[config.mk]
export PLATFORM = sky130hd
export DESIGN_NAME = pixelShifter
export DESIGN_NICKNAME = d
export VERILOG_FILES = /design/src/gpuPkg.sv /design/src/pixelShifter.sv
export SDC_FILE = /design/constraint.sdc
export NUM_CORES = 1
export LEC_CHECK = 0
export BUFFER_PORTS_ARGS = -buffer_cell sky130_fd_sc_hd__buf_2
export CAP_MARGIN = 20
export CORE_ASPECT_RATIO = 1.25
export CORE_MARGIN = 5
export CORE_UTILIZATION = 35
export DETAILED_ROUTE_END_ITERATION = 7
export SYNTH_ARGS = -nofsm -noshare
export SYNTH_HDL_FRONTEND = slang
export SYNTH_SLANG_ARGS = --single-unit
[constraint.sdc]
create_clock -name clk_pixel -period 1.9 [get_ports clk_pixel]
set_clock_uncertainty 0.05 [all_clocks]
set_input_delay 0.095 -clock clk_pixel [delete_from_list [all_inputs] [get_ports clk_pixel]]
set_output_delay 0.095 -clock clk_pixel [all_outputs]
set_load 0.03 [all_outputs]
[src/gpuPkg.sv]
package gpuPkg;

  // Host bus.
  localparam int unsigned busAddrWidth = 24;
  localparam int unsigned busDataWidth = 32;

  // One buffer bit per pixel, so a bus word carries 32 pixels.
  localparam int unsigned pixelsPerWord = busDataWidth;
  localparam int unsigned pixelWidth = 9;

  // 800x600 timing.
  localparam int unsigned defaultHorPxl = 800;
  localparam int unsigned defaultVerPxl = 600;
  localparam int unsigned defaultHSync  = 120;
  localparam int unsigned defaultHBack  = 64;
  localparam int unsigned defaultHFront = 56;
  localparam int unsigned defaultVSync  = 6;
  localparam int unsigned defaultVBack  = 23;
  localparam int unsigned defaultVFront = 37;

  localparam bit defaultHSyncPol = 1'b1; // Positive.
  localparam bit defaultVSyncPol = 1'b1; // Positive.

endpackage

[src/pixelShifter.sv]
module pixelShifter import gpuPkg::*; #(
  parameter int unsigned horPxl     = defaultHorPxl,
  parameter int unsigned verPxl     = defaultVerPxl,
  localparam int unsigned totalPxl  = horPxl * verPxl,
  localparam int unsigned depth     = totalPxl / pixelsPerWord,
  localparam int unsigned addrWidth = $clog2(depth)
) (
  input  logic                    clk_pixel,
  input  logic                    rst_n,
  input  logic                    de,
  input  logic [busDataWidth-1:0] pixelWord,
  output logic [addrWidth-1:0]    pixelAddr,
  output logic [pixelWidth-1:0]   pxlData
);

  localparam int unsigned cntWidth = $clog2(totalPxl);
  localparam int unsigned bitWidth = $clog2(pixelsPerWord);

  logic [cntWidth-1:0]     pxlCnt;
  logic [bitWidth-1:0]     bitIdx;
  logic [addrWidth-1:0]    wordIdx;
  logic [busDataWidth-1:0] nowWord;
  logic                    nowColor;

  assign bitIdx  = pxlCnt[bitWidth-1:0];
  assign wordIdx = pxlCnt[cntWidth-1:bitWidth];

  // Counts displayed pixels only.
  always_ff @(posedge clk_pixel or negedge rst_n) begin
    if (!rst_n) begin
      pxlCnt <= '0;
    end else if (de) begin
      if (pxlCnt == cntWidth'(totalPxl - 1)) begin
        pxlCnt <= '0;
      end else begin
        pxlCnt <= pxlCnt + 1'b1;
      end
    end
  end

  // Next word, wrapping to the top of the buffer.
  assign pixelAddr = (wordIdx == addrWidth'(depth - 1)) ? '0 : wordIdx + 1'b1;

  // Swap in the prefetched word as the last bit of the current one goes out.
  always_ff @(posedge clk_pixel or negedge rst_n) begin
    if (!rst_n) begin
      nowWord <= '0;
    end else if (de && bitIdx == bitWidth'(pixelsPerWord - 1)) begin
      nowWord <= pixelWord;
    end
  end

  assign nowColor = nowWord[bitIdx];
  assign pxlData  = (de && nowColor) ? '1 : '0; // Lit pixel is all ones.

endmodule

==> results of run 1 <==
[cells by family (layout without fill, tap and decap cells)]
logic type / Yosys count / after routing / share of synthesized area
AOI/OAI and AO/OA: 20 / 20 / 0.04987
xor gates and xnor gates: 22 / 22 / 0.06857
muxes: 44 / 44 / 0.1986
DFF: 51 / 51 / 0.4541
adders and majority gates: 4 / 4 / 0.01781
and+or+nand+nor: 72 / 72 / 0.1527
buffers and inverters: 26 / 166 / 0.05832
[path summary, 6_finish.rpt]
kind,startpoint,to,slack (ps),cells past startpoint
worst min register to register,nowWord[0]$_DFFE_PN0P_,nowWord[0]$_DFFE_PN0P_,460,1
max in group asynchronous,rst_n,nowWord[0]$_DFFE_PN0P_,890,3
worst max register to register,pxlCnt[0]$_DFFE_PN0P_,nowWord[12]$_DFFE_PN0P_,-140,8
min in group asynchronous,rst_n,pxlCnt[11]$_DFFE_PN0P_,290,2
worst min-delay path,de,pxlCnt[2]$_DFFE_PN0P_,130,3
worst max-delay path,pxlCnt[0]$_DFFE_PN0P_,pxlData[5],-440,7
[worst max-delay path, cell delays in order (launching register included)]
cell	delay, ps
dfrtp_2	420
buf_4	160
buf_4	140
mux4_2	420
mux2i_1	180
nor2_1	80
o221a_4	320
buf_4	180
[registers in the layout (all words and copies together) (netlist names)]
signal,cells
nowWord,32
pxlCnt,19
[layout by cell type (no fill, tap or decap), drive strengths merged, types with 6 or more instances in the layout]
cell type / netlist / final
nor2: 22 / 22
inv: 6 / 6
xnor2: 15 / 15
dlygate4sd3: 0 / 33
buf: 20 / 120
mux2: 34 / 34
clkbuf: 0 / 6
nand3: 8 / 8
mux4: 6 / 6
nand2: 10 / 10
dfrtp: 51 / 51
xor2: 7 / 7
[timing repair]
item / in CTS / in global routing
setup buffers: 19 / 17
endpoints found under the hold margin: 57 / 0
setup endpoints to repair: 53 / 56
hold buffers: 33 / 0
resized for setup: 60 / 24
pin swaps: 4 / 12
gates cloned: 3 / 0
[report_power, final]
part / leakage (uW) / switching [uW] / internal [uW] / total, uW
Sequential: 0.000675 / 207 / 1350 / 1560
Combinational: 0.00141 / 625 / 757 / 1380
Clock: 0.0000513 / 349 / 387 / 736
[area by class of cell]
class | count | area, sq um
clock buffers | 6 | 72.57
flip-flops and latches | 51 | 1285
fillers | 667 | 3462
multi-input cells | 162 | 1553
inverters | 6 | 22.52
clock inverters | 1 | 30.03
well taps | 95 | 118.9
repair buffers | 153 | 1294
[layer usage]
| layer | vias to the layer above | GRT usage |
|---|---|---|
| met5 | - | 0 |
| met2 | 62 | 0.2814 |
| li1 | 1120 | - |
| met3 | 16 | 0.02919 |
| met1 | 1152 | 0.1688 |
| met4 | 0 | 0.04043 |
[per-stage QoR]
stage	hold WS (ps)	std cells
finish	130.4	474
global route	167.8	474
CTS	127.0	459
detailed placement	92.50	397
global placement	98.15	397
floorplan	-250.6	239
==> metrics.md, run 1 <==
| Metric | Value |
|---|---|
| Setup WS pre-CTS | `-183.8 ps` |
| Cell variety after synth | `45` |
| Largest net degree at the start of global routing | `28` |
| Final WS setup | `-441.6 ps` |
| Syn Area/Cell | `around 12 sq um` |
| Cell area power density | `around 840 nW/um^2` |
| Vias | `2350` |
| TritonCTS clock tree | `yes` |
| Routed wire length | `about 7300 um` |
| Initial cell density of the core | `0.3586` |
| Clock Latency Late Sink | `300 ps` |
| H-tree lvl count | `2` |
| Final setup violation count | `47` |
| Worst-path clk slew | `roughly 90 ps` |
| Syn nets | `~280` |
| Worst EP required | `roughly 1800 ps` |
| GPL Wtd Cong | `0.7848` |
| Post-synth ARST share | `1.000` |
| Hold Vio Cnt, Final | `0` |
| Leading area contributor after synthesis | `dfrtp_1` |
| Diode count | `0` |
| Worst-Margin Slew | `between 600 and 700 ps` |
| Share of layout cells above drive strength 1 | `0.5541` |
| YS warnings | `0` |
| DIE AREA | `around 10000 sq um` |
| Worst Hold Class | `primary input to flop` |
| Die width | `90.15 um` |
| Cells after Synth | `approximately 240` |
| First-pass DRT Iterations | `4` |
| Global Route Usage Sum | `0.1478` |
| Via-to-Cell Ratio | `roughly 5.0` |
| Top Metal Used | `met4` |
| Max Slew Vio Count | `0` |
| CTS Sinks | `between 50 and 60` |
| Initial antenna violation count | `0` |
| NumNets Final | `roughly 420` |
| Post-route ant nets | `0` |
| Status | `finished with violations` |
| Leak Pwr | `0.002132 uW` |
| Setup TNS | `-6925 ps` |
| Vias in the first global route | `about 2500` |
| PortBufs | `57` |
| Post-Place Cell Area | `between 3000 and 4000 sq um` |
| CP Class | `flop to output pin` |
| Maximum vdd drop | `between 0.5 and 0.6 mV` |
| Power consumption | `~3700 uW` |
| Post-DP HPWL | `4696 um` |
| Max frequency | `around 430 MHz` |
| Post-synth top flop | `dfrtp_1` |
| Max Buffers Root-to-Sink | `2` |
| Rows | `36` |
| WL met2 | `between 4000 and 5000 um` |
| Count leader, synth | `dfrtp_1` |
| Worst relative slew slack | `0.5964` |
| Die Height | `~110 um` |
| Drt drc | `0` |
| Core box area | `approximately 7800 sq um` |
| Initial drt markers | `67` |
| Critical Path AT | `approximately 2200 ps` |
| Failing checks | `setup timing` |
| Setup crit start kind | `flop` |
| WL met3 | `about 250 um` |
| Num CTS Buffers | `5` |
| Top cells by count, synth | `dfrtp_1, mux2_2, nor2_1` |
| Detailed-route wire length per cell | `15.32 um` |
| Area delta synth->final | `55.70%` |
| Worst Setup End Kind | `output pin` |
| Final period utilization | `1.232` |
| Sequential share of the synthesized area | `0.4541` |
| Worst-path maximum fanout | `9` |
| Final core utilization | `0.5583` |
| RSZ-0062 raised after global routing | `yes` |
| Yosys top cell area share | `0.4541` |
| Post-synth EDFFs | `0` |
| Congestion Overflow GR | `0` |
| #FFs+latches synth | `51` |
| Cell Area, Synth | `2810 sq um` |
| I/O Pins | `58` |
| Post-route cell area | `between 4000 and 5000 sq um` |
| First-pass GRT wire length | `11900 um` |
| Post-route minimum period | `between 2000 and 2500 ps` |
| Area contributors post-synth | `dfrtp_1, mux2_2, mux4_2` |
| DRT met1 WL | `about 2800 um` |
| Max-cap violations | `0` |
| Clock root buffer | `clkbuf_8` |
Power figures use the tool's default switching activity.
==> run 2: changes to the inputs <==
--- a/config.mk
+++ b/config.mk
@@ -5,12 +5,15 @@
 export SDC_FILE = /design/constraint.sdc
 export NUM_CORES = 1
 export LEC_CHECK = 0
+export ABC_AREA = 1
 export BUFFER_PORTS_ARGS = -buffer_cell sky130_fd_sc_hd__buf_2
 export CAP_MARGIN = 20
 export CORE_ASPECT_RATIO = 1.25
 export CORE_MARGIN = 5
 export CORE_UTILIZATION = 35
 export DETAILED_ROUTE_END_ITERATION = 7
+export RECOVER_POWER = 100
+export SKIP_LAST_GASP = 1
 export SYNTH_ARGS = -nofsm -noshare
 export SYNTH_HDL_FRONTEND = slang
 export SYNTH_SLANG_ARGS = --single-unit
==> run 2 against run 1 <==
The run still ends with setup timing left. Critical endpoint is now pxlData[4]. Flip-flop and latch count is the same. Die area grew 9.4%. Global-route usage shrank 0.092 points. Cell area grew 5.1%. Total power grew 22%. Highest routed layer unchanged. Largest power group is now combinational logic.
==> metrics.md, run 2 <==
| Metric | Value |
|---|---|
| Top cells by count, synth | `nand2_1, nor2_1, dfrtp_1` |
| Congestion Overflow GR | `0 (unchanged)` |
| FF-to-FF End | `nowWord[29]$_DFFE_PN0P_` |
| Post-DP HPWL | `5598 um (+19%)` |
| NumNets Final | `535 (+28%)` |
| Num CTS Buffers | `5 (unchanged)` |
| Clock root buffer | `clkbuf_8` |
| DIE AREA | `10870 sq um (+9.4%)` |
| Psw | `1835 uW (+55%)` |
| YS warnings | `0 (unchanged)` |
| Status | `finished with violations` |
| Die Height | `115.3 um (+4.7%)` |
| Multi-input logic area | `1780 sq um (+15%)` |
| R2R Path Start | `pxlCnt[0]$_DFFE_PN0P_` |
| Die width | `94.25 um (+4.6%)` |
| Max reg flops | `32 (unchanged)` |
| Initial drt markers | `73 (+9.0%)` |
| Leading area contributor after synthesis | `dfrtp_1` |
| Via-to-Cell Ratio | `4.658 (-6.0%)` |
| Post-synth ARST share | `1.000 (unchanged)` |
| Sw Share | `0.4105 (+0.08927)` |
| Area delta synth->final | `48.07%` |
| Post-route minimum period | `2070 ps (-271.7 ps)` |
| R2R Setup Slk | `-50 ps (+90 ps)` |
| Worst relative slew slack | `0.4966 (-0.09975)` |
| Final core utilization | `0.5285 (-0.02980)` |
| Core box area | `8701 sq um (+11%)` |
| Hold Vio Cnt, Final | `0 (unchanged)` |
| Worst Setup End Kind | `output pin` |
| Diode count | `0 (unchanged)` |
| Commonest non-fill, non-tap cell in the layout | `nand2_1` |
| Internal | `2635 uW (+5.6%)` |
| Largest registers | `nowWord: 32 flops, pxlCnt: 19 flops` |
| Critical Path AT | `1920 ps (-280 ps)` |
| Finished Layout Cells | `617 (+30%)` |
| Leak Pwr | `0.002415 uW (+13%)` |
| Maximum vdd drop | `0.5352 mV (-1.3%)` |
| Worst Hold Launch | `pixelWord[8]` |
| Syn nets | `421 (+51%)` |
| Share of layout cells above drive strength 1 | `0.4326 (-0.1215)` |
| Worst-Margin Slew | `755.0 ps (+149.6 ps)` |
| Max Slew Vio Count | `0 (unchanged)` |
| Post-Place Cells | `548 (+38%)` |
| First-pass DRT Iterations | `4 (unchanged)` |
| I/O Pins | `58 (unchanged)` |
| Gate power share | `0.482 (+0.106)` |
| Setup WS pre-CTS | `102.4 ps (+286.2 ps)` |
| Worst-path clk slew | `100 ps (about the same)` |
| Count leader, synth | `nand2_1` |
| TritonCTS clock tree | `yes` |
| Detailed-route wire length per cell | `13.62 um (-11%)` |
| Post-route cell area | `4598 sq um (+5.1%)` |
| Clock Power Share | `0.153 (-0.047)` |
| Max Buffers Root-to-Sink | `2 (unchanged)` |
| Worst-path maximum fanout | `7 (-2)` |
| PortBufs | `57 (unchanged)` |
| Post-synth EDFFs | `0 (unchanged)` |
| Post-synth top flop | `dfrtp_1` |
| Commonest non-fill, non-tap cells in the layout | `nand2_1, nor2_1, dfrtp_1` |
| Largest net degree at the start of global routing | `28 (unchanged)` |
| Flop pwr share | `0.364 (-0.060)` |
| H-tree lvl count | `2 (unchanged)` |
| Post-Place Cell Area | `3498 sq um (+6.2%)` |
| Vias | `2874 (+22%)` |
| Syn Area/Cell | `8.130 sq um (-31%)` |
| Worst EP required | `1750 ps (about the same)` |
| Clock Latency Late Sink | `310 ps (about the same)` |
| Final period utilization | `1.089 (-0.1430)` |
| Routed wire length | `8406 um (+16%)` |
| Timing startpoint of the critical path | `pxlCnt[0]$_DFFE_PN0P_` |
| Rows | `38 (+5.6%)` |
| Drt drc | `0 (unchanged)` |
| Reg2reg path depth | `8 (unchanged)` |
| Sequential share of the synthesized area | `0.4110 (-0.04318)` |
| RSZ-0062 raised after global routing | `yes` |
| Post-route ant nets | `0 (unchanged)` |
| End of the critical path | `pxlData[4]` |
| CP Class | `flop to output pin` |
| Initial antenna violation count | `0 (unchanged)` |
| First-pass GRT wire length | `12740 um (+7.1%)` |
| Storage element area | `1285 sq um (unchanged)` |
| #FFs+latches synth | `51 (unchanged)` |
| Vias in the first global route | `2713 (+8.1%)` |
| Max frequency | `483.1 MHz (+13%)` |
| Worst Hold Class | `primary input to flop` |
| CTS Sinks | `51 (unchanged)` |
| Area contributors post-synth | `dfrtp_1, nand2_1, nor2_1` |
| Cell Area, Synth | `3105 sq um (+11%)` |
| Cell variety after synth | `33 (-27%)` |
| Biggest register | `nowWord` |
| Failing checks | `setup timing` |
| Initial cell density of the core | `0.3569 (-0.001640)` |
| Final WS setup | `-169.8 ps (+271.7 ps)` |
| Final setup violation count | `28 (-40%)` |
| Setup crit start kind | `flop` |
| Yosys top cell area share | `0.4110 (-0.04318)` |
| Cell area power density | `972.1 nW/um^2 (+16%)` |
| Setup TNS | `-1959 ps (+4966 ps)` |
| GPL Wtd Cong | `0.9076 (+16%)` |
| Cells after Synth | `382 (+60%)` |
| Global Route Usage Sum | `0.1469 (-0.0009182)` |
| Filler cells | `807 (+21%)` |
| Max-cap violations | `0 (unchanged)` |
[run 2: cell types whose count changed after synthesis, moves of 5 or more]
cell and delta:
nand2_1 +57, nand3_1 +16, nor2_1 +32, inv_2 +8, a21oi_1 +17, xnor2_1 -14
mux2_2 -17, inv_1 +39, buf_2 +5, mux4_2 -6, o21ai_0 +5, nor2_4 +6
[run 2: layout make-up]
type | instances | share of cell area
Multi-Input combinational cell | 258 | 0.3872
Sequential cell | 51 | 0.2795
Inverter | 55 | 0.04925
Clock buffer | 6 | 0.01796
Clock inverter | 2 | 0.003537
Timing Repair Buffer | 125 | 0.2299
Tap cell | 120 | 0.03265
[run 2: cell families (layout without fill, tap and decap cells)]
logic type | after synthesis | in the layout | share of synthesized area
buffers and inverters | 74 | 188 | 0.1060
flip-flops | 51 | 51 | 0.4110
adder cells (fa/ha/maj) | 4 | 4 | 0.01612
multiplexers | 17 | 17 | 0.06164
AO/OA/AOI/OAI | 38 | 38 | 0.06648
AND/OR/NAND/NOR | 187 | 188 | 0.3078
XOR/XNOR | 11 | 11 | 0.03102
[run 2: critical path, stage by stage, from the launching register on]
cell and delay, ps:
dfrtp_2 480, clkinv_4 80, buf_4 150, nor2_2 50, o21ai_0 180, nor2_1 90, nor2_4 130, nor2_4 60
nor2_4 220, buf_6 170
[run 2: worst min path at each step]
stage | end | slack (ps) | cells past startpoint
global route | nowWord[8]$_DFFE_PN0P_ | 20 | 3
CTS | nowWord[8]$_DFFE_PN0P_ | 8 | 3
floorplan | nowWord[0]$_DFFE_PN0P_ | -250 | 0
global placement | nowWord[7]$_DFFE_PN0P_ | 120 | 1
detailed placement | nowWord[9]$_DFFE_PN0P_ | 130 | 1
finish | nowWord[8]$_DFFE_PN0P_ | 10 | 3
[run 2: timing repair]
action | in CTS | in global routing
pin swaps | 5 | 25
hold buffers | 32 | 0
buffers inserted | 11 | 13
cloned | 1 | 4
gates resized for setup | 42 | 83
hold endpoints to repair | 56 | 0
setup endpoints to repair | 19 | 37
[run 2: power by group through the flow]
stage | clock network [uW] | logic (uW) | registers (uW)
floorplan | 0 | 1270 | 1580
finish | 686 | 2160 | 1630
detailed placement | 0 | 1540 | 1650
global placement | 0 | 1520 | 1640
global route | 744 | 2360 | 1660
CTS | 708 | 1850 | 1630
[run 2: metrics by stage]
stage | hold slack, ps | power, uW
floorplan | -250.6 | 2849
global placement | 119.9 | 3161
detailed placement | 126.4 | 3197
CTS | 8.032 | 4179
global route | 24.20 | 4769
finish | 11.15 | 4470
[run 2: per-layer routing]
layer | GRT usage | up-vias | routed length [um] | share of wire
met1 | 0.1703 | 1368 | 3202 | 0.38
met2 | 0.2756 | 60 | 4753 | 0.57
met3 | 0.02552 | 16 | 274 | 0.033
met5 | 0 | - | 0 | 0
met4 | 0.03950 | 0 | 176 | 0.021
li1 | - | 1430 | - | -
