**src/gpuPkg.sv**
```systemverilog
package gpuPkg;

  // Host bus.
  localparam int unsigned busAddrWidth = 24;
  localparam int unsigned busDataWidth = 32;

  // One buffer bit per pixel, so a bus word carries 32 pixels.
  localparam int unsigned pixelsPerWord = busDataWidth;
  localparam int unsigned pixelWidth = 9;

  // 800x600 timing.
  localparam int unsigned defaultHorPxl = 800;
  localparam int unsigned defaultVerPxl = 600;
  localparam int unsigned defaultHSync  = 120;
  localparam int unsigned defaultHBack  = 64;
  localparam int unsigned defaultHFront = 56;
  localparam int unsigned defaultVSync  = 6;
  localparam int unsigned defaultVBack  = 23;
  localparam int unsigned defaultVFront = 37;

  localparam bit defaultHSyncPol = 1'b1; // Positive.
  localparam bit defaultVSyncPol = 1'b1; // Positive.

endpackage

```
**src/videoTiming.sv**
```systemverilog
module videoTiming import gpuPkg::*; #(
  parameter int unsigned horPxl   = defaultHorPxl,
  parameter int unsigned verPxl   = defaultVerPxl,
  parameter int unsigned hSync    = defaultHSync,
  parameter int unsigned hBack    = defaultHBack,
  parameter int unsigned hFront   = defaultHFront,
  parameter int unsigned vSync    = defaultVSync,
  parameter int unsigned vBack    = defaultVBack,
  parameter int unsigned vFront   = defaultVFront,
  parameter bit          hSyncPol = defaultHSyncPol,
  parameter bit          vSyncPol = defaultVSyncPol,
  localparam int unsigned htol    = hSync + hBack + horPxl + hFront,
  localparam int unsigned vtol    = vSync + vBack + verPxl + vFront,
  localparam int unsigned xWidth  = $clog2(htol),
  localparam int unsigned yWidth  = $clog2(vtol)
) (
  input  logic              clk_pixel,
  input  logic              rst_n,
  output logic [xWidth-1:0] x,
  output logic [yWidth-1:0] y,
  output logic              de,
  output logic              hsync,
  output logic              vsync
);

  localparam int unsigned hActStart = hSync + hBack;
  localparam int unsigned vActStart = vSync + vBack;

  logic lineEnd;
  logic frameEnd;

  assign lineEnd  = (x == xWidth'(htol - 1));
  assign frameEnd = (y == yWidth'(vtol - 1));

  always_ff @(posedge clk_pixel or negedge rst_n) begin
    if (!rst_n) begin
      x <= '0;
      y <= '0;
    end else begin
      if (lineEnd) begin
        x <= '0;
        if (frameEnd) begin
          y <= '0;
        end else begin
          y <= y + 1'b1;
        end
      end else begin
        x <= x + 1'b1;
      end
    end
  end

  // Active while x runs 0 .. hSync-1.
  always_ff @(posedge clk_pixel or negedge rst_n) begin
    if (!rst_n) begin
      hsync <= hSyncPol;
    end else if (lineEnd) begin
      hsync <= hSyncPol;
    end else if (x == xWidth'(hSync - 1)) begin
      hsync <= ~hSyncPol;
    end
  end

  // Vertical sync only moves at the line boundary.
  always_ff @(posedge clk_pixel or negedge rst_n) begin
    if (!rst_n) begin
      vsync <= vSyncPol;
    end else if (lineEnd) begin
      if (frameEnd) begin
        vsync <= vSyncPol;
      end else if (y == yWidth'(vSync - 1)) begin
        vsync <= ~vSyncPol;
      end
    end
  end

  assign de = (x >= xWidth'(hActStart)) && (x < xWidth'(hActStart + horPxl)) &&
              (y >= yWidth'(vActStart)) && (y < yWidth'(vActStart + verPxl));

endmodule

```
**config.mk**
```make
export PLATFORM = sky130hd
export DESIGN_NAME = videoTiming
export DESIGN_NICKNAME = d
export VERILOG_FILES = /design/src/gpuPkg.sv /design/src/videoTiming.sv
export SDC_FILE = /design/constraint.sdc
export NUM_CORES = 1
export LEC_CHECK = 0
export ABC_AREA = 1
export BUFFER_PORTS_ARGS = -buffer_cell sky130_fd_sc_hd__clkbuf_2
export CAP_MARGIN = 10
export CORE_MARGIN = 4
export CORE_UTILIZATION = 44
export CTS_CLUSTER_SIZE = 8
export DETAILED_ROUTE_END_ITERATION = 10
export GPL_ROUTABILITY_DRIVEN = 0
export HOLD_SLACK_MARGIN = 0.05
export PLACE_DENSITY_LB_ADDON = 0.12
export SETUP_SLACK_MARGIN = 0.05
export SLEW_MARGIN = 10
export SYNTH_ARGS = -nofsm -noshare
export SYNTH_HDL_FRONTEND = slang
export SYNTH_SLANG_ARGS = --single-unit
```
**constraint.sdc**
```tcl
create_clock -name clk_pixel -period 3.3 [get_ports clk_pixel]
set_input_delay 0.66 -clock clk_pixel [delete_from_list [all_inputs] [get_ports clk_pixel]]
set_output_delay 0.66 -clock clk_pixel [all_outputs]
set_load 0.01 [all_outputs]
```
==> results.sh, run 1 <==
export IMPL_drt_iter0_drc=68
export IMPL_finalHoldViolations=0
export IMPL_n_antenna_cell=0
export IMPL_cts_tree="built"
export IMPL_ys_flop_type="dfrtp_1"
export IMPL_ff2ff_path_depth=9
export IMPL_worstMarginPinSlew_ps=563
export IMPL_ys_ff_latch=23
export IMPL_path_cells="inv_1 -> ha_1 -> inv_1 -> o21ai_0 -> o21ai_0 -> nand3b_1 -> nor2_1 -> clkbuf_2"
export IMPL_async_flop_share_pct=100
export IMPL_synth_common_cells="nand2_1, inv_1, nor2_1"
export IMPL_cp_startpoint="y[0]"
export IMPL_setup_violations=0
export IMPL_maxSlewHeadroom_pct=62.4
export IMPL_hold_buffers=0
export IMPL_crit_path_end_kind="output port"
export IMPL_postCtsResizedCells=0
export IMPL_worstPathArrival_ps=1710
export IMPL_drc_errors=0
export IMPL_cts_buffers=3
export IMPL_nets=221
export IMPL_routed_wl_um=2860
export IMPL_die_w_um=64.3
export IMPL_yosys_top_cells_area="dfrtp_1, nand2_1, inv_1, nor2_1, nand3_1"
export IMPL_finalClockSkew_ps=5.08
export IMPL_crit_required_ps=2640
export IMPL_yosysMostFrequentCell="nand2_1"
export IMPL_num_vias=1229
export IMPL_io_buffers=25
export IMPL_core_um2=3050
export IMPL_overflow=0
export IMPL_synth_area_leader_cell="dfrtp_1"
export IMPL_first_global_vias=1252
export IMPL_core_rowCount=20
export IMPL_track_usage_pct=15.5
export IMPL_path_max_fanout=6
export IMPL_clockBufferDepth=2
export IMPL_grt_pass1_wl_um=5190
export IMPL_cts_clk_slew_worst_paths_ps=130
export IMPL_dieArea_um2=4140
export IMPL_synthToLayoutAreaGrowth_pct=12.6
export IMPL_yosys_warnings=0
export IMPL_io_pins=26
export IMPL_critPathSlowestCell="dfrtp_1"
export IMPL_drv_cap=0
export IMPL_synth_nets=194
export IMPL_cts_root_buffer="clkbuf_4"
export IMPL_worst_setup_path_start_kind="flop"
export IMPL_status="completed"
export IMPL_htreeDepth=1
export IMPL_clock_sinks=23
export IMPL_grt_max_degree=24
export IMPL_antenna_found_initial=0
export IMPL_syn_area_um2=1400
export IMPL_fin_crit_ps=2370
export IMPL_slew_viol_final=0
export IMPL_leakagePower_uw=0.000823
export IMPL_hpwl_um=2180
export IMPL_synth_edf_count=0
export IMPL_die_h_um=64.3
export IMPL_syn_inst=187
export IMPL_irDropWorstVdd_mv=0.176
export IMPL_critPathMaxStageDelay_ps=450
export IMPL_synth_avg_cell_area_um2=7.46
export IMPL_path_class="flop to output port"
export IMPL_avgViaCountPerCell=4.78
export IMPL_synth_top_area_share_pct=37.7
export IMPL_cts_setup_buffers=0
export IMPL_wl_per_cell_um=11.1
export IMPL_layout_drive_gt1_share_pct=18.3
export IMPL_fin_crit_sh_pct=71.7
export IMPL_drtPass1Iterations=4
export IMPL_ys_types=25
export IMPL_clk_latency_ps=310
export IMPL_rsz0062_at_grt="false"
export IMPL_power_density_nw_per_um2=266
export IMPL_fmax_mhz=422
export IMPL_fin_util_pct=51.5
export IMPL_start_util_pct=45.7
export IMPL_tns_ps=0
export IMPL_hp_class="input port to async pin"
export IMPL_synth_seq_area_share_pct=41.4
export IMPL_antenna_left=0
export IMPL_final_fill_count=314
export IMPL_regToRegStartpoint="x[0]"
report_power, final:
group / internal, uW / total [uW] / leakage [uW] / switching [uW]
clock: 45.3 / 130 / 0.0000177 / 85.1
combinational: 0.407 / 5.57 / 0.000506 / 5.16
sequential: 282 / 282 / 0.000300 / 0
worst paths after layout:
path                               to  slack (ps)
worst max-delay path               de         930
max in group asynchronous       hsync        2610
min in group clk_pixel          hsync         470
worst min register to register  hsync         470
worst min-delay path             x[2]         310
worst max register to register   y[0]        1650
kinds of logic after synthesis:
logic type | Yosys count | share of synthesized area (%)
flops | 23 | 41.4
compound gates | 20 | 7.35
xor+xnor | 8 | 5.02
buf+inv | 32 | 10.4
simple gates | 99 | 31.3
fa+ha+maj | 5 | 4.48
routing by layer:
layer | track usage (%) | share of wire, % | vias to the layer above
li1 | - | - | 645
met1 | 18.2 | 46 | 562
met2 | 28.4 | 50 | 18
met3 | 2.46 | 3.9 | 4
met4 | 5.28 | 1.0 | 0
met5 | 0 | 0 | -
state kept, by name (all words and copies together) (netlist names):
register,cells
hsync,1
y,10
vsync,1
x,11
metrics by stage:
stage	power (uW)	instances	hold WS, ps	worst slack [ps]	cell area [um^2]
detailed placement	293	253	456	1260	1540
global placement	293	253	456	1320	1540
floorplan	287	187	364	1430	1400
finish	418	257	307	932	1570
global route	436	257	348	722	1570
CTS	425	257	328	889	1570
placed cells by master, fill, tap and decap left out, types with 5 or more instances in the layout:
| cell type | n |
|---|---|
| inv_1 | 26 |
| clkbuf_2 | 25 |
| dfrtp_1 | 21 |
| nand2_1 | 44 |
| o21ai_0 | 8 |
| xor2_1 | 7 |
| o21ai_1 | 8 |
| ha_1 | 5 |
| nor2_1 | 23 |
| nand3_1 | 17 |
| nand4_1 | 5 |
final cells by class:
type	instances	area, um^2	share of cell area, %
inverter	29	114	7.25
tap	44	55.1	3.50
clock buffer	3	22.5	1.43
multi-input combinational	132	672	42.8
sequential	23	578	36.8
clock inverter	1	5.00	0.318
timing repair buffer	25	125	7.96
critical path, delay by kind of cell (launching register included):
family          cells  cell delay, ps
simple gates        2             210
buf+inv             3             280
flops               1             450
compound gates      2             240
fa+ha+maj           1             210
Note: power is estimated with default switching activity, not from simulation.
==> run 2: changes to the inputs <==
==> constraint.sdc (replaced) <==
create_clock -name clk_pixel -period 2.34 [get_ports clk_pixel]
set_input_delay 0.468 -clock clk_pixel [delete_from_list [all_inputs] [get_ports clk_pixel]]
set_output_delay 0.468 -clock clk_pixel [all_outputs]
set_load 0.01 [all_outputs]
==> run 2 against run 1 <==
- sequential share of layout area fell by 0.30 points
- hold slack got worse by 190 ps
- clock power rose by 42%
- sequential power rose by 41%
- clock skew rose by 1.8 ps
- power rose by 41%
- setup slack got worse by 680 ps
- final cell count rose by 0.78%
- register-to-register slack got worse by 970 ps
- via count rose by 0.65%
- largest power group unchanged
- first-iteration DRC count fell by 1.5%
==> results.sh, run 2 (synthesis results as in run 1) <==
export IMPL_power_density_nw_per_um2=372
export IMPL_n_antenna_cell=0
export IMPL_cts_buffers=3
export IMPL_rsz0062_at_grt="false"
export IMPL_cts_root_buffer="clkbuf_4"
export IMPL_reg_top3="x x11, y x10"
export IMPL_io_pins=26
export IMPL_overflow=0
export IMPL_final_common_cell="nand2_1"
export IMPL_hold_buffers=0
export IMPL_cts_tree="built"
export IMPL_start_util_pct=45.7
export IMPL_irDropWorstVdd_mv=0.248
export IMPL_critPathSlowestCell="dfrtp_2"
export IMPL_grt_pass1_wl_um=5190
export IMPL_path_class="flop to output port"
export IMPL_slew_viol_final=0
export IMPL_io_buffers=25
export IMPL_worstMarginPinSlew_ps=563
export IMPL_nets=223
export IMPL_worst_setup_path_start_kind="flop"
export IMPL_core_rowCount=20
export IMPL_die_h_um=64.3
export IMPL_htreeDepth=1
export IMPL_routed_wl_um=2890
export IMPL_antenna_found_initial=0
export IMPL_status="completed"
export IMPL_wl_per_cell_um=11.2
export IMPL_fmax_mhz=478
export IMPL_core_um2=3050
export IMPL_layout_common_cells="nand2_1, inv_1, clkbuf_2"
export IMPL_synthToLayoutAreaGrowth_pct=13.8
export IMPL_path_cells="inv_1 -> ha_1 -> inv_1 -> o21ai_0 -> o21ai_1 -> nand3b_1 -> nor2_1 -> clkbuf_2"
export IMPL_finalClockSkew_ps=6.87
export IMPL_avgViaCountPerCell=4.78
export IMPL_tns_ps=0
export IMPL_dieArea_um2=4140
export IMPL_setup_violations=0
export IMPL_path_max_fanout=6
export IMPL_fin_util_pct=52.0
export IMPL_first_global_vias=1252
export IMPL_finalHoldViolations=0
export IMPL_clock_sinks=23
export IMPL_track_usage_pct=15.5
export IMPL_drc_errors=0
export IMPL_layout_drive_gt1_share_pct=19.5
export IMPL_drt_iter0_drc=67
export IMPL_maxSlewHeadroom_pct=62.5
export IMPL_critPathMaxStageDelay_ps=430
export IMPL_hpwl_um=2180
export IMPL_fin_crit_ps=2090
export IMPL_clockBufferDepth=2
export IMPL_cts_clk_slew_worst_paths_ps=130
export IMPL_fin_crit_sh_pct=89.4
export IMPL_grt_max_degree=24
export IMPL_drtPass1Iterations=4
export IMPL_hp_class="input port to async pin"
export IMPL_worstPathArrival_ps=1620
export IMPL_path_common_cell="inv_1"
export IMPL_largest_reg_flops=11
export IMPL_path_buf_inv=3
export IMPL_regMostFlops="x"
export IMPL_drv_cap=0
export IMPL_crit_required_ps=1870
export IMPL_leakagePower_uw=0.000832
export IMPL_num_vias=1237
export IMPL_antenna_left=0
export IMPL_crit_path_end_kind="output port"
export IMPL_die_w_um=64.3
export IMPL_crit_family="flip-flops"
export IMPL_clk_latency_ps=310
==> run 2: power by group <==
group / total, uW / switching (uW) / internal (uW)
sequential: 398 / 0 / 398
clock: 185 / 121 / 63.9
combinational: 7.85 / 7.27 / 0.574
total: 590 / 128 / 462
==> run 2: final timing paths <==
check / startpoint / end / slack [ps] / cells after the start
max in group asynchronous: rst_n / y[0] / 1830 / 1
min in group clk_pixel: hsync / hsync / 470 / 2
setup reg to reg: x[0] / y[0] / 680 / 9
hold / removal: rst_n / x[2] / 110 / 1
setup / recovery: y[0] / de / 250 / 8
hold reg to reg: hsync / hsync / 470 / 2
==> run 2: final cells by class <==
type / instances / area (um^2)
Timing Repair Buffer: 27 / 140
Fill cell: 313 / 1470
Clock inverter: 1 / 5.00
Multi-Input combinational cell: 132 / 672
Inverter: 29 / 114
Clock buffer: 3 / 22.5
Tap cell: 44 / 55.1
Sequential cell: 23 / 579
==> run 2: timing repair <==
action / CTS / global route
setup endpoints to repair: 0 / 1
buffers inserted: 0 / 2
endpoints found under the hold margin: 0 / 0
resized for setup: 0 / 2
==> run 2: per-layer routing <==
layer	GRT usage [%]	routed length (um)	vias up
li1	-	-	649
met3	2.46	112	4
met4	5.28	29	0
met5	0	0	-
met1	18.2	1300	564
met2	28.4	1450	20
==> run 2: metrics by stage <==
stage	hold WS [ps]	instance area, um^2	worst slack [ps]	total power (uW)	cells
detailed placement	456	1540	491	414	253
floorplan	172	1400	666	405	187
finish	112	1590	248	590	259
global placement	456	1540	556	414	253
global route	153	1590	45.4	616	259
CTS	136	1570	121	599	257
==> run 3: changes to the inputs <==
--- a/config.mk
+++ b/config.mk
@@ -15,6 +15,7 @@
 export GPL_ROUTABILITY_DRIVEN = 0
 export HOLD_SLACK_MARGIN = 0.05
 export PLACE_DENSITY_LB_ADDON = 0.12
+export REMOVE_ABC_BUFFERS = 1
 export SETUP_SLACK_MARGIN = 0.05
 export SLEW_MARGIN = 10
 export SYNTH_ARGS = -nofsm -noshare
==> run 3 against run 2 <==
- routed wire length up 3.8%
- power is 0.47% lower
- critical path depth down 1
- critical path type unchanged
==> results.sh, run 3 (synthesis results as in run 1) <==
export IMPL_worst_setup_path_start_kind="flop"
export IMPL_path_cells="inv_1 -> ha_1 -> o21ai_0 -> o21ai_1 -> nand3b_1 -> nor2_1 -> clkbuf_2"
export IMPL_nets=223
export IMPL_critPathMaxStageDelay_ps=440
export IMPL_worstMarginPinSlew_ps=579
export IMPL_antenna_left=0
export IMPL_n_antenna_cell=0
export IMPL_wl_per_cell_um=11.6
export IMPL_finalHoldViolations=0
export IMPL_die_w_um=64.3
export IMPL_drc_errors=0
export IMPL_final_common_cell="nand2_1"
export IMPL_cts_tree="built"
export IMPL_fin_ws_ps=227
export IMPL_worstPathArrival_ps=1640
export IMPL_grt_max_degree=24
export IMPL_antenna_found_initial=0
export IMPL_final_fill_count=317
export IMPL_grt_pass1_wl_um=5350
export IMPL_path_max_fanout=4
export IMPL_drtPass1Iterations=4
export IMPL_pre_cts_ws_ps=517
export IMPL_largest_reg_flops=11
export IMPL_slew_viol_final=0
export IMPL_htreeDepth=1
export IMPL_hpwl_um=2230
export IMPL_first_global_vias=1206
export IMPL_dieArea_um2=4140
export IMPL_setup_violations=0
export IMPL_fin_crit_sh_pct=90.3
export IMPL_layout_common_cells="nand2_1, inv_1, clkbuf_2"
export IMPL_fin_crit_ps=2110
export IMPL_start_util_pct=45.7
export IMPL_cts_root_buffer="clkbuf_4"
export IMPL_overflow=0
export IMPL_track_usage_pct=16.1
export IMPL_maxSlewHeadroom_pct=61.4
export IMPL_p_total_uw=588
export IMPL_cts_clk_slew_worst_paths_ps=120
export IMPL_leakagePower_uw=0.000829
export IMPL_avgViaCountPerCell=4.82
export IMPL_rsz0062_at_grt="false"
export IMPL_hold_buffers=0
export IMPL_status="completed"
export IMPL_tns_ps=0
export IMPL_irDropWorstVdd_mv=0.188
export IMPL_synthToLayoutAreaGrowth_pct=13.7
export IMPL_core_rowCount=20
export IMPL_crit_path_end_kind="output port"
export IMPL_path_class="flop to output port"
export IMPL_regMostFlops="x"
export IMPL_routed_wl_um=3000
export IMPL_clock_sinks=23
export IMPL_drv_cap=0
export IMPL_io_pins=26
export IMPL_drt_iter0_drc=70
export IMPL_hp_class="input port to async pin"
export IMPL_layout_drive_gt1_share_pct=19.1
export IMPL_crit_family="flip-flops"
export IMPL_die_h_um=64.3
export IMPL_reg_top3="x x11, y x10"
export IMPL_num_vias=1249
export IMPL_cts_buffers=3
export IMPL_finalClockSkew_ps=1.53
export IMPL_power_density_nw_per_um2=370
export IMPL_fmax_mhz=473
export IMPL_critPathSlowestCell="dfrtp_1"
export IMPL_clk_latency_ps=300
export IMPL_clockBufferDepth=2
export IMPL_crit_required_ps=1870
export IMPL_io_buffers=25
export IMPL_path_buf_inv=2
export IMPL_core_um2=3050
## run 3: cell types whose count changed in the layout (fill, tap and decap cells not counted), sizes merged
cell | previous run | this run
clkinv | 2 | 1
clkbuf | 28 | 29
## run 3: metal layers
metal / wire length (um) / part of all wire (%) / track usage [%]
met1: 1390 / 46 / 20.5
met2: 1480 / 49 / 28.1
met3: 106 / 3.5 / 2.46
met4: 21 / 0.70 / 4.75
met5: 0 / 0 / 0
## run 3: worst paths after layout
| path | start | to | slack (ps) | cells past startpoint |
|---|---|---|---|---|
| setup / recovery | y[1] | de | 230 | 7 |
| setup reg to reg | x[0] | y[0] | 690 | 9 |
| hold / removal | rst_n | x[5] | 140 | 1 |
| max in group asynchronous | rst_n | y[0] | 1790 | 1 |
| hold reg to reg | hsync | hsync | 480 | 2 |
| min in group clk_pixel | hsync | hsync | 480 | 2 |
## run 3: layout make-up
| cell class | instances | area (um^2) | share of cell area (%) |
|---|---|---|---|
| inverter | 29 | 114 | 7.18 |
| sequential | 23 | 579 | 36.5 |
| tap | 44 | 55.1 | 3.47 |
| clock buffer | 4 | 26.3 | 1.66 |
| multi-input combinational | 132 | 672 | 42.4 |
| timing repair buffer | 27 | 140 | 8.83 |
## run 3: repair_timing
| action | 4_1_cts | 5_1_grt |
|---|---|---|
| resized for setup | 0 | 2 |
| endpoints found under the setup margin | 0 | 1 |
| setup buffers | 0 | 2 |
| hold endpoints to repair | 0 | 0 |
## run 3: per-stage QoR
stage | instance area, um^2 | util, % | cells | hold WS, ps
CTS | 1570 | 51.4 | 257 | 147
floorplan | 1360 | - | 184 | 172
detailed placement | 1540 | 50.6 | 253 | 460
global placement | 1540 | 50.6 | 253 | 454
finish | 1590 | 52.0 | 259 | 136
global route | 1590 | 52.0 | 259 | 167
## run 3: report_power, final
group	leakage [uW]	switching (uW)	total [uW]	internal, uW
clock network	0.0000150	116	182	66.4
registers	0.000298	0	398	398
logic	0.000516	7.48	8.06	0.573
total	0.000829	123	588	465
